`src/aux_settings.svh`:
```
// AUX native transmit sizing and timing
// Message length, Manchester framing and retry limit
`ifndef AUX_SETTINGS_SVH
`define AUX_SETTINGS_SVH

// Four header bytes plus up to 16 data bytes
`define AUX_MSG_MAX_BYTES 20

// Manchester zero bits ahead of SYNC
`define AUX_PREAMBLE_BITS 16

// Clocks per Manchester half-bit
`define AUX_HALF_BIT_CYCLES 2

// Retransmissions allowed per request
`define AUX_RETRY_LIMIT 3

`endif

```
`src/aux_pkg.sv`:
```
// AUX native transmit types
// Request struct plus command, reply, status and controller state enums
package aux_pkg;

  typedef enum logic [1:0] {
    AUX_CMD_WRITE = 2'b00,
    AUX_CMD_READ  = 2'b01
  } aux_cmd_e;

  // Host request, 30 bits
  typedef struct packed {
    aux_cmd_e    cmd;
    logic [19:0] addr;
    logic [7:0]  len;    // Byte count minus one, 0 to 15
  } aux_native_req_t;

  typedef enum logic [1:0] {
    AUX_REPLY_ACK   = 2'b00,
    AUX_REPLY_NACK  = 2'b01,
    AUX_REPLY_DEFER = 2'b10
  } aux_reply_e;

  typedef enum logic {
    AUX_STATUS_OK   = 1'b0,
    AUX_STATUS_FAIL = 1'b1
  } aux_status_e;

  // Transaction controller FSM
  typedef enum logic [1:0] {IDLE, SEND, WAIT_REPLY} aux_ctrl_state_e;

endpackage

```
`src/aux_manchester_tx.sv`:
```
`timescale 1ns/1ns
`include "aux_settings.svh"
// AUX Manchester-II serializer
// Buffers message bytes and sends preamble, SYNC, data MSB first and STOP
// Pulses frame_sent once STOP is done
module aux_manchester_tx
(
  input  logic       clk,
  input  logic       rst_n,
  input  logic [7:0] msg_byte,
  input  logic       msg_vld,
  output logic       aux_tx,
  output logic       aux_tx_en,
  output logic       frame_sent
);

  localparam int IDX_W = $clog2(`AUX_MSG_MAX_BYTES);
  localparam int HB_W  = (`AUX_HALF_BIT_CYCLES > 1) ? $clog2(`AUX_HALF_BIT_CYCLES) : 1;

  typedef enum logic [2:0] {PH_IDLE, PH_PRE, PH_SYNC, PH_DATA, PH_STOP} tx_phase_e;

  tx_phase_e        phase;
  logic [7:0]       msg_buf [`AUX_MSG_MAX_BYTES];
  logic [IDX_W-1:0] wr_cnt;      // Bytes buffered
  logic [IDX_W-1:0] rd_ptr;      // Byte on the line
  logic [HB_W-1:0]  hb_tmr;      // Half-bit timer
  logic             half_sel;    // Second half of the bit
  logic [4:0]       bit_idx;
  logic             hb_end;
  logic             bit_end;
  logic             frame_end;
  logic             data_bit;

  assign hb_end    = (hb_tmr == HB_W'(`AUX_HALF_BIT_CYCLES - 1));
  assign bit_end   = hb_end && half_sel;
  assign frame_end = (phase == PH_STOP) && bit_end && (bit_idx == 5'd3);
  assign data_bit  = msg_buf[rd_ptr][~bit_idx[2:0]];    // MSB first

  always_ff @(posedge clk)
  begin
    if (msg_vld)
      msg_buf[wr_cnt] <= msg_byte;
  end

  always_ff @(posedge clk or negedge rst_n)
  begin
    if (!rst_n)
      wr_cnt <= '0;
    else if (frame_end)
      wr_cnt <= '0;                // Ready for the next message
    else if (msg_vld)
      wr_cnt <= wr_cnt + 1'b1;
  end

  // Framer
  always_ff @(posedge clk or negedge rst_n)
  begin
    if (!rst_n)
    begin
      phase      <= PH_IDLE;
      hb_tmr     <= '0;
      half_sel   <= 1'b0;
      bit_idx    <= '0;
      rd_ptr     <= '0;
      frame_sent <= 1'b0;
    end
    else
    begin
      frame_sent <= frame_end;
      if (phase == PH_IDLE)
      begin
        hb_tmr   <= '0;
        half_sel <= 1'b0;
        bit_idx  <= '0;
        if (msg_vld)
          phase <= PH_PRE;           // First byte starts the frame
      end
      else
      begin
        hb_tmr <= hb_end ? '0 : hb_tmr + 1'b1;
        if (hb_end)
          half_sel <= ~half_sel;
        if (bit_end)
        begin
          bit_idx <= bit_idx + 1'b1;
          case (phase)
            PH_PRE:
            begin
              if (bit_idx == 5'(`AUX_PREAMBLE_BITS - 1))
              begin
                phase   <= PH_SYNC;
                bit_idx <= '0;
              end
            end
            PH_SYNC:
            begin
              if (bit_idx == 5'd3)
              begin
                phase   <= PH_DATA;
                bit_idx <= '0;
                rd_ptr  <= '0;
              end
            end
            PH_DATA:
            begin
              if (bit_idx == 5'd7)
              begin
                bit_idx <= '0;
                if (rd_ptr == wr_cnt - 1'b1)
                  phase <= PH_STOP;    // Buffer drained
                else
                  rd_ptr <= rd_ptr + 1'b1;
              end
            end
            PH_STOP:
            begin
              if (bit_idx == 5'd3)
              begin
                phase   <= PH_IDLE;
                bit_idx <= '0;
              end
            end
            default: phase <= PH_IDLE;
          endcase
        end
      end
    end
  end

  // Line level per phase
  always_comb
  begin
    case (phase)
      PH_PRE:           aux_tx = half_sel;              // Zero is low then high
      PH_SYNC, PH_STOP: aux_tx = ~bit_idx[1];           // Two bits high, two low
      PH_DATA:          aux_tx = data_bit ^ half_sel;   // One is high then low
      default:          aux_tx = 1'b0;
    endcase
  end

  assign aux_tx_en = (phase != PH_IDLE);

endmodule

```
`src/aux_native_encoder.sv`:
```
`timescale 1ns/1ns
`include "aux_settings.svh"
// AUX native message encoder
// Packs a request into CMD|ADDR, ADDR, ADDR, LEN and data bytes, one per clock
// Keeps the message so a retransmit can replay it, with LEN and data
// shortened by the bytes the sink already took
module aux_native_encoder
  import aux_pkg::*;
(
  input  logic            clk,
  input  logic            rst_n,
  input  aux_native_req_t req,
  input  logic            native_req_vld,
  input  logic [7:0]      wr_data,
  input  logic            retrans,
  input  logic [7:0]      done_count,
  output logic [7:0]      msg_byte,
  output logic            msg_vld
);

  localparam int IDX_W = $clog2(`AUX_MSG_MAX_BYTES);
  localparam logic [IDX_W-1:0] LEN_IDX  = IDX_W'(3);   // LEN byte slot
  localparam logic [IDX_W-1:0] DATA_IDX = IDX_W'(4);   // First data byte slot

  logic [7:0]       msg_mem [`AUX_MSG_MAX_BYTES];      // Full message store
  logic [3:0]       cmd_code;
  logic [IDX_W-1:0] in_cnt;      // Data bytes captured so far
  logic [IDX_W-1:0] in_max;      // Data bytes expected
  logic [IDX_W-1:0] rd_idx;      // Output counter
  logic [IDX_W-1:0] last_idx;    // Slot of the final byte
  logic [7:0]       skip;        // Data bytes dropped on replay
  logic             is_write;
  logic             capturing;
  logic [8:0]       jump_idx;    // Slot after LEN on replay
  logic             stop_at_len;

  // Native command nibble
  always_comb
  begin
    case (req.cmd)
      AUX_CMD_WRITE: cmd_code = 4'b1000;
      AUX_CMD_READ:  cmd_code = 4'b1001;
      default:       cmd_code = 4'b1000;
    endcase
  end

  assign capturing   = (in_cnt != in_max);
  assign jump_idx    = 9'(DATA_IDX) + {1'b0, skip};
  assign stop_at_len = (jump_idx > {4'b0, last_idx});  // Nothing left after LEN

  // Message store, header on the request cycle, data as it streams in
  always_ff @(posedge clk)
  begin
    if (native_req_vld)
    begin
      msg_mem[0]        <= {cmd_code, req.addr[19:16]};
      msg_mem[1]        <= req.addr[15:8];
      msg_mem[2]        <= req.addr[7:0];
      msg_mem[LEN_IDX]  <= req.len;
      msg_mem[DATA_IDX] <= wr_data;    // Byte 0 rides with the request
    end
    else if (capturing)
    begin
      msg_mem[DATA_IDX + in_cnt] <= wr_data;
    end
  end

  // Input counter
  always_ff @(posedge clk or negedge rst_n)
  begin
    if (!rst_n)
    begin
      in_cnt   <= '0;
      in_max   <= '0;
      last_idx <= '0;
      is_write <= 1'b0;
    end
    else if (native_req_vld)
    begin
      is_write <= (req.cmd == AUX_CMD_WRITE);
      if (req.cmd == AUX_CMD_WRITE)
      begin
        in_cnt   <= IDX_W'(1);                            // Byte 0 already in
        in_max   <= IDX_W'(req.len[3:0]) + IDX_W'(1);
        last_idx <= DATA_IDX + IDX_W'(req.len[3:0]);
      end
      else
      begin
        in_cnt   <= '0;                                   // Read carries no data
        in_max   <= '0;
        last_idx <= LEN_IDX;
      end
    end
    else if (capturing)
    begin
      in_cnt <= in_cnt + 1'b1;
    end
  end

  // Output counter, fresh send or replay
  always_ff @(posedge clk or negedge rst_n)
  begin
    if (!rst_n)
    begin
      rd_idx  <= '0;
      skip    <= '0;
      msg_vld <= 1'b0;
    end
    else if (native_req_vld)
    begin
      rd_idx  <= '0;
      skip    <= '0;
      msg_vld <= 1'b1;
    end
    else if (retrans)
    begin
      rd_idx  <= '0;
      skip    <= is_write ? done_count : 8'd0;   // Read replays unchanged
      msg_vld <= 1'b1;
    end
    else if (msg_vld)
    begin
      if (rd_idx == last_idx || (rd_idx == LEN_IDX && stop_at_len))
        msg_vld <= 1'b0;                         // Last byte out
      else if (rd_idx == LEN_IDX)
        rd_idx <= jump_idx[IDX_W-1:0];           // Skip accepted data
      else
        rd_idx <= rd_idx + 1'b1;
    end
  end

  // LEN is patched on the way out
  always_comb
  begin
    if (rd_idx == LEN_IDX)
      msg_byte = msg_mem[LEN_IDX] - skip;
    else
      msg_byte = msg_mem[rd_idx];
  end

endmodule

```
`src/aux_native_tx_top.sv`:
```
`timescale 1ns/1ns
// AUX native transmit top
// Controller, native encoder and Manchester serializer in a chain
module aux_native_tx_top
  import aux_pkg::*;
(
  input  logic            clk,
  input  logic            rst_n,
  input  logic            req_vld,
  input  aux_native_req_t req,
  input  logic [7:0]      wr_data,
  input  logic            reply_vld,
  input  aux_reply_e      reply,
  input  logic [7:0]      reply_done_count,
  output logic            req_ready,
  output logic            done,
  output aux_status_e     status,
  output logic            aux_tx,
  output logic            aux_tx_en
);

  logic       native_req_vld;
  logic       retrans;
  logic [7:0] done_count;     // Held with retrans
  logic [7:0] msg_byte;
  logic       msg_vld;
  logic       frame_sent;

  aux_tx_ctrl i_ctrl (
    .clk              (clk),
    .rst_n            (rst_n),
    .req_vld          (req_vld),
    .frame_sent       (frame_sent),
    .reply_vld        (reply_vld),
    .reply            (reply),
    .reply_done_count (reply_done_count),
    .req_ready        (req_ready),
    .native_req_vld   (native_req_vld),
    .retrans          (retrans),
    .done_count       (done_count),
    .done             (done),
    .status           (status)
  );

  aux_native_encoder i_enc (
    .clk            (clk),
    .rst_n          (rst_n),
    .req            (req),
    .native_req_vld (native_req_vld),
    .wr_data        (wr_data),
    .retrans        (retrans),
    .done_count     (done_count),
    .msg_byte       (msg_byte),
    .msg_vld        (msg_vld)
  );

  aux_manchester_tx i_ser (
    .clk        (clk),
    .rst_n      (rst_n),
    .msg_byte   (msg_byte),
    .msg_vld    (msg_vld),
    .aux_tx     (aux_tx),
    .aux_tx_en  (aux_tx_en),
    .frame_sent (frame_sent)
  );

endmodule

```
`src/aux_tx_ctrl.sv`:
```
`timescale 1ns/1ns
`include "aux_settings.svh"
// AUX native transaction controller
// Admits host requests, waits for the frame and the reply,
// retries on NACK or DEFER up to the limit and reports the result
module aux_tx_ctrl
  import aux_pkg::*;
(
  input  logic        clk,
  input  logic        rst_n,
  input  logic        req_vld,
  input  logic        frame_sent,
  input  logic        reply_vld,
  input  aux_reply_e  reply,
  input  logic [7:0]  reply_done_count,
  output logic        req_ready,
  output logic        native_req_vld,
  output logic        retrans,
  output logic [7:0]  done_count,
  output logic        done,
  output aux_status_e status
);

  localparam int RETRY_W = $clog2(`AUX_RETRY_LIMIT + 1);

  aux_ctrl_state_e    state;
  logic [RETRY_W-1:0] retry_cnt;     // Retransmissions issued
  logic               retry_left;

  assign req_ready      = (state == IDLE);
  assign native_req_vld = req_vld && req_ready;     // Straight to the encoder
  assign retry_left     = (retry_cnt != RETRY_W'(`AUX_RETRY_LIMIT));

  always_ff @(posedge clk or negedge rst_n)
  begin
    if (!rst_n)
    begin
      state      <= IDLE;
      retry_cnt  <= '0;
      retrans    <= 1'b0;
      done_count <= '0;
      done       <= 1'b0;
      status     <= AUX_STATUS_OK;
    end
    else
    begin
      retrans <= 1'b0;   // Pulses
      done    <= 1'b0;
      case (state)
        IDLE:
        begin
          if (req_vld)
          begin
            state     <= SEND;
            retry_cnt <= '0;
          end
        end
        SEND:
        begin
          if (frame_sent)
            state <= WAIT_REPLY;
        end
        WAIT_REPLY:
        begin
          if (reply_vld)
          begin
            if (reply == AUX_REPLY_ACK)
            begin
              done   <= 1'b1;
              status <= AUX_STATUS_OK;
              state  <= IDLE;
            end
            else if (retry_left)
            begin
              retrans    <= 1'b1;
              retry_cnt  <= retry_cnt + 1'b1;
              done_count <= (reply == AUX_REPLY_NACK) ? reply_done_count : 8'd0;
              state      <= SEND;
            end
            else
            begin
              done   <= 1'b1;                 // Out of retries
              status <= AUX_STATUS_FAIL;
              state  <= IDLE;
            end
          end
        end
        default: state <= IDLE;
      endcase
    end
  end

endmodule
```
`config.mk`:
```
export PLATFORM = sky130hd
export DESIGN_NAME = aux_native_tx_top
export DESIGN_NICKNAME = d
export VERILOG_FILES = /design/src/aux_pkg.sv /design/src/aux_manchester_tx.sv /design/src/aux_native_encoder.sv /design/src/aux_native_tx_top.sv /design/src/aux_tx_ctrl.sv
export VERILOG_INCLUDE_DIRS = /design/src /design/src/src
export SDC_FILE = /design/constraint.sdc
export NUM_CORES = 1
export LEC_CHECK = 0
export ABC_AREA = 1
export BUFFER_PORTS_ARGS = -buffer_cell sky130_fd_sc_hd__buf_2
export CAP_MARGIN = 20
export CORE_MARGIN = 2
export CORE_UTILIZATION = 55
export DETAILED_ROUTE_END_ITERATION = 10
export HOLD_SLACK_MARGIN = 0.02
export PLACE_DENSITY = 0.72
export SLEW_MARGIN = 5
export SYNTH_ARGS = -nofsm -noshare
export SYNTH_HDL_FRONTEND = slang
export SYNTH_HIERARCHICAL = 1
export SYNTH_SLANG_ARGS = --single-unit
```
`constraint.sdc`:
```
create_clock -name clk -period 2.55 [get_ports clk]
set_input_delay 0.3825 -clock clk [delete_from_list [all_inputs] [get_ports clk]]
set_output_delay 0.3825 -clock clk [all_outputs]
set_load 0.01 [all_outputs]
```
* Yosys cells after proc, flatten, opt, wreduce, memory -nomap -nowiden
Memory sizes are Yosys's and may differ from the RTL's.
Cells that the tools add are included.
** Storage, ports and cells
- Input bits :: 52
- Bits in writable memories :: 320
- Memories :: 2
- Flip-flop bits (word level) :: 66
- Bits in latches :: 0
- ROM bits :: 0
- Output and inout port bits :: 5
** Cells by class
- Equal/unequal tests :: 32
- Muxes and demuxes :: 79
- Reduce and logical (&&, ||, !) cells :: 28
- Multiply operators :: 0
- Divide/modulo/power cells :: 0
- Magnitude comparators :: 2
- Shifts and indexed selects :: 0
- Add/subtract/negate cells :: 13
- Bitwise logic cells :: 6
** Memory list
- i_enc.msg_mem :: depth 20, bits a word 8, read ports 2, clocked after memory_dff 0, write ports 5, RTL line aux_native_encoder.sv:25 : logic [7:0] msg_mem [`AUX_MSG_MAX_BYTES];
- i_ser.msg_buf :: depth 20, bits a word 8, read ports 1, clocked after memory_dff 0, write ports 1, RTL line aux_manchester_tx.sv:23 : logic [7:0] msg_buf [`AUX_MSG_MAX_BYTES];
** Operators by type and width (count)
- $mux 5 :: 20
- $mux 8 :: 6
- $mux 1 :: 30
- $add 5x1->5 const B :: 5
- $mux 3 :: 8
- $mux 2 :: 8
- $pmux 5 s3 :: 1
- $ne 2x2->1 const B :: 7
- $reduce_bool 2->1 :: 7
- $ne 3x1->1 const B :: 4
- $pmux 3 s4 :: 1
- $eq 5x2->1 const B :: 2
- $eq 5x5->1 :: 2
- $pmux 5 s2 :: 1
- $add 3x8->9 const A :: 1
- $gt 9x5->1 :: 1
- $ne 2x1->1 const B :: 4
- $reduce_or 8->1 :: 1
- $sub 8x8->8 :: 1
- $reduce_and 7->1 :: 1
- $eq 2x1->1 const B :: 3
- $eq 3x2->1 const B :: 2
- $logic_not 2->1 :: 3
- $ne 3x3->1 const B :: 2
- other kinds (30) :: 39

* Logic depth before layout (Yosys ltp)
Gate-level depths: netlist of run 1.
- Depth in word-level cells :: 8
- Depth in mapped cells :: 17
- Gate-level depth less buffers :: 16

* By module
Netlist of run 1, hierarchy kept.
** Modules (own cells, without submodules)
- aux_native_encoder :: area an instance 10287.4 µm², times used 1, sequential area each 6516.2 µm², cells an instance 939
- aux_manchester_tx :: area an instance 7981.4 µm², times used 1, sequential area each 5330.1 µm², cells an instance 768
- aux_tx_ctrl :: area an instance 718.2 µm², times used 1, sequential area each 375.4 µm², cells an instance 83

* Worst setup path after synthesis of run 1
OpenSTA, ideal clock, no wires.
- Kind :: flip-flop to flip-flop
- Start point :: register i_enc.skip[0]
- End point :: memory i_ser.msg_buf[0][6] (data pin)
- Arrival :: 2.042 ns
- Required time :: 2.254 ns
- Path buffers :: 0
- Cell stages (with the launch flop) :: 10
- Setup time :: 0.296 ns
- Period minus slack after synthesis :: 2.338 ns
- Path slack :: 0.212 ns
- Cells stage by stage :: dfrtp_1 > ha_1 > fa_1 > o21ai_0 > nand2_1 > nand2_1 > a21oi_1 > nor2_1 > nor2_1 > nor2_1
** Between the ends
- Longest elaborated chain between the ends :: 2
** Ends and longest elaborated chain
- start: declaration :: RTL line aux_native_encoder.sv:31 : logic [7:0] skip;
- start signal: assignment :: RTL line aux_native_encoder.sv:118 : skip <= is_write ? done_count : 8'd0;
- $sub 8x8->8 :: RTL line aux_native_encoder.sv:136 : msg_byte = msg_mem[LEN_IDX] - skip;
- $mux 8 :: RTL line aux_native_encoder.sv:135 : if (rd_idx == LEN_IDX)
- named net msg_byte[6] :: RTL line aux_native_tx_top.sv:25 : logic [7:0] msg_byte;
- end: declaration :: RTL line aux_manchester_tx.sv:23
The timed path passes the listed nets, and every way through them passes these cells.

* Worst setup path in the final report of run 1
- Start point :: register i_ser.rd_ptr[0]
- End point :: output port aux_tx
** Between the ends
- Longest elaborated chain between the ends :: 5
** Ends and longest elaborated chain
- start: declaration :: RTL line aux_manchester_tx.sv:25 : logic [IDX_W-1:0] rd_ptr;
- start signal: assignment :: RTL line aux_manchester_tx.sv:112 : rd_ptr <= rd_ptr + 1'b1;
- $mem_v2 20x8
- $bmux 1 s3 :: RTL line aux_manchester_tx.sv:37 : assign data_bit = msg_buf[rd_ptr][~bit_idx[2:0]];
- $mux 1 (not written as such) :: RTL line aux_manchester_tx.sv:37
- $xor 1x1->1 :: RTL line aux_manchester_tx.sv:136 : PH_DATA: aux_tx = data_bit ^ half_sel;
- $pmux 1 s3 :: RTL line aux_manchester_tx.sv:133 : case (phase)
- end: declaration :: RTL line aux_native_tx_top.sv:18 : output logic aux_tx,
No other way between the ends. The select of a mux whose other input is x is not followed.

==> results of run 1 <==
[placed cells by master, fill, tap and decap left out, types with 46 or more instances in the layout]
cell type    n
o21ai_1     48
o21ai_0    154
clkbuf_16   46
dfrtp_1     62
inv_1      115
nor2_1     284
buf_4       76
buf_2       54
nand2_1    314
nand3_1    116
edfxtp_1   352
[what timing repair did]
action	CTS	global route
resized for setup	37	14
gates cloned	4	1
endpoints found under the setup margin	1	21
pin swaps	17	6
endpoints found under the hold margin	36	0
hold buffers	1	0
setup buffers	1	1
[registers in the layout (all words and copies together) (netlist names), 5 cells and up]
register / flops
i_ser/bit_idx: 5
i_enc/last_idx: 5
i_ser/wr_cnt: 5
i_ctrl/done_count: 8
i_enc/in_cnt: 5
i_ser/rd_ptr: 5
i_enc/msg_mem: 192
i_enc/rd_idx: 5
i_enc/skip: 8
i_enc/in_max: 5
i_ser/msg_buf: 160
[power breakdown]
part / switching [mW] / leakage [nW] / internal (mW)
combinational: 4.91 / 3.98 / 2.18
clock: 2.52 / 0.660 / 3.46
sequential: 0.436 / 4.01 / 9.24
total: 7.87 / 8.66 / 14.9
[worst max-delay path by stage]
stage | endpoint | slack [ns] | depth (start not counted)
final | aux_tx | -0.46 | 15
after global routing | aux_tx | -0.59 | 16
after CTS | aux_tx | -0.37 | 16
after detailed placement | aux_tx | 0.13 | 15
after global placement | aux_tx | 0.14 | 14
after floorplan | i_ser/msg_buf[0][6] | 0.21 | 9
[final cells by class]
class / instances / area, µm²
Clock buffer: 63 / 1231
Inverter: 126 / 483.0
Timing Repair Buffer: 155 / 1335
Antenna cell: 1 / 2.502
Multi-Input combinational cell: 1165 / 5937
Sequential cell: 418 / 12230
Clock inverter: 14 / 108.9
Fill cell: 2616 / 12390
Tap cell: 455 / 569.3
[kinds of logic after synthesis]
logic type,count (synthesis)
fa+ha+maj,31
buf+inv,207
simple gates,776
flops,418
xor+xnor,27
compound gates,331
[through the flow]
stage	area (µm²)	setup slack, ns	hold WS [ns]
3_5_place_dp	20220	0.1279	0.4545
5_1_grt	21890	-0.5943	0.07150
3_3_place_gp	20220	0.1443	0.4423
4_1_cts	21800	-0.3687	0.05234
2_1_floorplan	18990	0.2125	0.08691
6_report	21890	-0.4617	0.07075
[routing by layer]
metal	up-vias	wire [µm]	track usage, %
met1	6712	20210	39.39
met5	-	0	0
met2	741	22370	42.38
met3	90	4310	3.523
met4	0	1264	7.961
li1	6436	-	-
[worst register-to-register path, cell delays in order (launching register included)]
cell	delay, ns
dfrtp_1	0.41
ha_1	0.23
fa_1	0.41
o21ai_0	0.33
nand2_1	0.09
nand2_1	0.08
a21oi_1	0.08
nor2_1	0.10
nor2_1	0.06
nor2_1	0.26
buf_12	0.21
==> flow_metrics.tcl, run 1 <==
set metrics [dict create \
    rows 68 \
    final_max_slew_viol_count 0 \
    grt_pass1_vias 13185 \
    antenna_found_initial 0 \
    critPathTopFamily "simple AND/OR/NAND/NOR gates" \
    critPathMaxStageDelay_ns 0.52 \
    cpMostUsedCell "nand2_1" \
    hold_path_startpoint "reply_done_count[1]" \
    wl_per_cell_um 20.09 \
    yosysMostFrequentCell "edfxtp_1" \
    start_util_pct 55.38 \
    path_cells "buf_12 -> nor2_1 -> nor2_1 -> o21ai_0 -> a21oi_2 -> nor2_1 -> nand2_1 -> nand2_1 -> nand3_1 -> nand3_2 -> nand2_1 -> nand2_1 -> nand3_2 -> nand2_2 -> buf_6" \
    yosys.cell_types.count 50 \
    period_needed_ns 3.012 \
    critical_path_class "register to output port" \
    vias 13979 \
    maxCapViolCount 0 \
    cts.sinks 418 \
    drt_first_pass_iters 6 \
    setup_viol 1 \
    design.final.nets 1991 \
    ios 57 \
    totalWireLength_mm 48.15 \
    synth-seq-cells 418 \
    cts_tree "yes" \
    drt_iter0_markers 1573 \
    port_buffers 56 \
    synth_commonest_cells "edfxtp_1, nand2_1, nor2_1" \
    synthesis.area_um2 18990 \
    drcViolationCount 0 \
    synth_top_family_by_area "simple AND/OR/NAND/NOR gates" \
    hpwl_mm 31.64 \
    whs_path_depth 3 \
    fp.dieArea_um2 36020 \
    htree_levels 2 \
    reg2reg_slack_ns 0.14 \
    synth_edf_count 352 \
    path_max_fanout 24 \
    tns_ns -0.4617 \
    synth.avg_cell_area_um2 10.61 \
    grt_pass1_wl_mm 74.46 \
    clock.fmax_mhz 332.0 \
    finalHoldViolCount 0 \
    grt_max_degree 67 \
    ys_top_cells_by_area "edfxtp_1, dfrtp_1, nand2_1, nor2_1, o21ai_0" \
    skew_ns 0.01916 \
    timing.rr.end "i_ser/msg_buf[3][6]" \
    synth-simple-area-share_pct 17.23 \
    slew_headroom_pct 37.21 \
    fin_ws_ns -0.4617 \
    stdcell_count 2397 \
    cts_made_buffers 42 \
    hold_end "i_ctrl/done_count[1]" \
    reg2reg_depth 10 \
    powerDensity_nw_per_um2 1039 \
    min-delay-path-class "input port to register" \
    cts.clk_slew.worst_paths_ns 0.06 \
    insertion_delay_ns 0.54 \
    place_congestion 0.9475 \
    final_core_util_pct 63.85 \
    ys_warn_count 6 \
    ir_worst_vdd_v 0.001092 \
    die_w_um 189.8 \
    die_y_um 189.8 \
    crit_slowest_cell "dfrtp_2" \
    synth_compound_area_share_pct 10.05 \
    required_ns 2.17 \
    finalCritPeriodShare_pct 118.1 \
    grt_remaining_overflow 0 \
    worstPathArrival_ns 2.63 \
    critPathCaptureType "output port" \
    syn2layout_area_growth_pct 15.31 \
    tightest_slew_ns 0.9418 \
    dp_cells 2311 \
    yosysTopAreaCell "edfxtp_1" \
    violations "setup timing" \
    synth_top_area_share_pct 55.67 \
    clockRootBuffer "clkbuf_16" \
    critPathLaunch "i_ser/rd_ptr[0]" \
    finalPower_mw 22.74 \
    muxShareOfSynthArea_pct 0 \
    synth-adder-area-share_pct 2.082 \
    reg2reg_from "i_enc/skip[0]" \
    postRouteAntennaNets 0 \
    synth-async-reset-ratio_pct 15.79 \
    syn-num-nets 1873 \
    drive_gt1_share_pct 15.15 \
    cellLeakagePower_nw 8.656 \
    rsz0062_at_grt "true" \
    seq_area_frac_synth_pct 64.37 \
    synth_flop_cell "edfxtp_1" \
    synth_xor_area_share_pct 1.285 \
    viasPerCell 5.832 \
    syn_inst 1790 \
    core_um2 34290 \
    grt_usage_pct 26.86 \
    cp_num_buf_inv 2 \
    start_kind "register" \
    cts_buffer_depth 3 \
    status "complete, but fails checks" \
]
(Power assumes the default switching activity.)
==> run 2: changes to the inputs <==
==> constraint.sdc (replaced) <==
create_clock -name clk -period 3.2 [get_ports clk]
set_input_delay 0.48 -clock clk [delete_from_list [all_inputs] [get_ports clk]]
set_output_delay 0.48 -clock clk [all_outputs]
set_load 0.01 [all_outputs]
==> run 2 against run 1 <==
  * The flow now finishes without violations
  * Clock skew up 0.0098 ns
  * Largest cell class unchanged
  * Highest routed layer unchanged
  * Design area down 2.0%
  * Sequential power down 20%
  * Largest power group unchanged
  * Final cell count down 2.3%
  * Critical endpoint unchanged
  * Utilization down 1.3 points
  * First-iteration DRC count up 0.64%
  * Global-route usage down 1.3 points
==> flow_metrics.tcl, run 2 (synthesis gave the netlist of run 1 again) <==
set metrics [dict create \
    tightest_slew_ns 0.9119 \
    required_ns 2.72 \
    cellLeakagePower_nw 8.373 \
    critPathMaxStageDelay_ns 0.52 \
    period_needed_ns 3.117 \
    antenna_found_initial 0 \
    hold_ws_ns 0.05175 \
    crit_slowest_cell "dfrtp_4" \
    wl_per_cell_um 20.22 \
    path_max_fanout 24 \
    drt_first_pass_iters 7 \
    die_w_um 189.8 \
    switching_share_pct 34.82 \
    pre_cts_ws_ns 0.5948 \
    min-delay-path-class "input port to asynchronous set/reset pin" \
    largestRegisters "i_enc/msg_mem: 192 flops, i_ser/msg_buf: 160 flops" \
    cpMostUsedCell "nand2_1" \
    n_antenna_cell 0 \
    critical_path_class "register to output port" \
    cts_buffer_depth 3 \
    finalHoldViolCount 0 \
    largest_reg_flops 192 \
    cts.sinks 418 \
    maxCapViolCount 0 \
    regMostFlops "i_enc/msg_mem" \
    ir_worst_vdd_v 0.0007071 \
    clkPwrFrac_pct 26.7 \
    port_buffers 56 \
    powerDensity_nw_per_um2 823.2 \
    place_congestion 0.9649 \
    core_um2 34290 \
    insertion_delay_ns 0.55 \
    cts.clk_slew.worst_paths_ns 0.06 \
    drive_gt1_share_pct 13.04 \
    stdcell_count 2342 \
    hpwl_mm 29.28 \
    layout_common_cells "edfxtp_1, nand2_1, nor2_1" \
    status "finished clean" \
    postRouteAntennaNets 0 \
    final_max_slew_viol_count 0 \
    seq_power_share_pct 43.8 \
    worstPathArrival_ns 2.64 \
    fin_ws_ns 0.08276 \
    grt_max_degree 100 \
    clockRootBuffer "clkbuf_16" \
    finalCritPeriodShare_pct 97.41 \
    skew_ns 0.02892 \
    cts_made_buffers 43 \
    finalPower_mw 17.66 \
    grt_pass1_wl_mm 70.93 \
    ios 57 \
    rsz0062_at_grt "true" \
    start_util_pct 55.38 \
    cts_tree "yes" \
    die_y_um 189.8 \
    dp_cells 2251 \
    setup_viol 0 \
    fp.dieArea_um2 36020 \
    totalWireLength_mm 47.35 \
    path_cells "buf_12 -> clkbuf_16 -> nand2_1 -> nand3_1 -> nand3_1 -> nand3_2 -> nand2_1 -> nand2_1 -> nand3_1 -> nand3_2 -> nand2_1 -> nand2_1 -> nand3_2 -> nand2_2 -> buf_6" \
    syn2layout_area_growth_pct 13.01 \
    postCtsHoldBufs 0 \
    reg2reg_depth 8 \
    drt_iter0_markers 1583 \
    grt_remaining_overflow 0 \
    viasPerCell 5.835 \
    start_kind "register" \
    p_int_mw 11.51 \
    final_common_cell "edfxtp_1" \
    design.final.nets 1938 \
    vias 13665 \
    place_area_um2 19670 \
    htree_levels 2 \
    grt_pass1_vias 12820 \
    grt_usage_pct 25.55 \
    slew_headroom_pct 39.20 \
    rows 68 \
    power.switching_mw 6.151 \
    clock.fmax_mhz 320.8 \
    drcViolationCount 0 \
    pwr-share-comb_pct 29.4 \
    critPathCaptureType "output port" \
    fin_area_um2 21460 \
]
[run 2: path summary, 6_finish.rpt]
check	startpoint	end	slack, ns
min in group clk	reply_done_count[6]	i_ctrl/done_count[6]	0.17
min	rst_n	i_enc/in_max[1]	0.05
max	i_ser/rd_ptr[0]	aux_tx	0.08
max reg2reg	i_enc/rd_idx[1]	i_ser/msg_buf[2][4]	0.61
min reg2reg	i_ser/hb_end	i_ser/hb_end	0.47
max in group asynchronous	rst_n	i_ser/rd_ptr[0]	2.44
[run 2: power groups by stage]
stage | registers (mW) | logic [mW] | clock network (mW)
floorplan | 7.65 | 3.31 | 0
global placement | 7.82 | 4.98 | 0
detailed placement | 7.84 | 5.11 | 0
global route | 7.79 | 5.64 | 4.99
finish | 7.74 | 5.20 | 4.72
CTS | 7.73 | 5.13 | 4.76
[run 2: area by class of cell]
class / count / area [µm²]
timing repair buffer: 101 / 860.8
fill: 2669 / 12830
inverter: 126 / 504.2
clock inverter: 17 / 122.6
clock buffer: 60 / 1192
sequential: 418 / 12230
tap: 455 / 569.3
multi-input combinational: 1165 / 5978
[run 2: per-stage QoR]
step | TNS (ns) | utilization [%]
after floorplan | 0 | -
after global placement | 0 | 57.36
after detailed placement | 0 | 57.36
after CTS | 0 | 61.19
after global routing | -0.07806 | 62.58
final | 0 | 62.58
[run 2: timing repair]
action                     4_1_cts  5_1_grt
gates resized for setup          0       75
setup endpoints to repair        0        1
setup buffers                    0        5
[run 2: worst max-delay path: cells and delay by family (launching register included)]
family | cells | cell delay [ns]
buffers and inverters | 3 | 0.48
and+or+nand+nor | 12 | 1.06
DFF | 1 | 0.52
[run 2: metal layers]
metal | vias to the layer above | share of wire, % | GRT usage (%)
met5 | - | 0 | 0
met4 | 0 | 3.0 | 7.573
met3 | 113 | 9.1 | 4.390
met2 | 695 | 47 | 40.81
met1 | 6540 | 41 | 36.31
li1 | 6317 | - | -
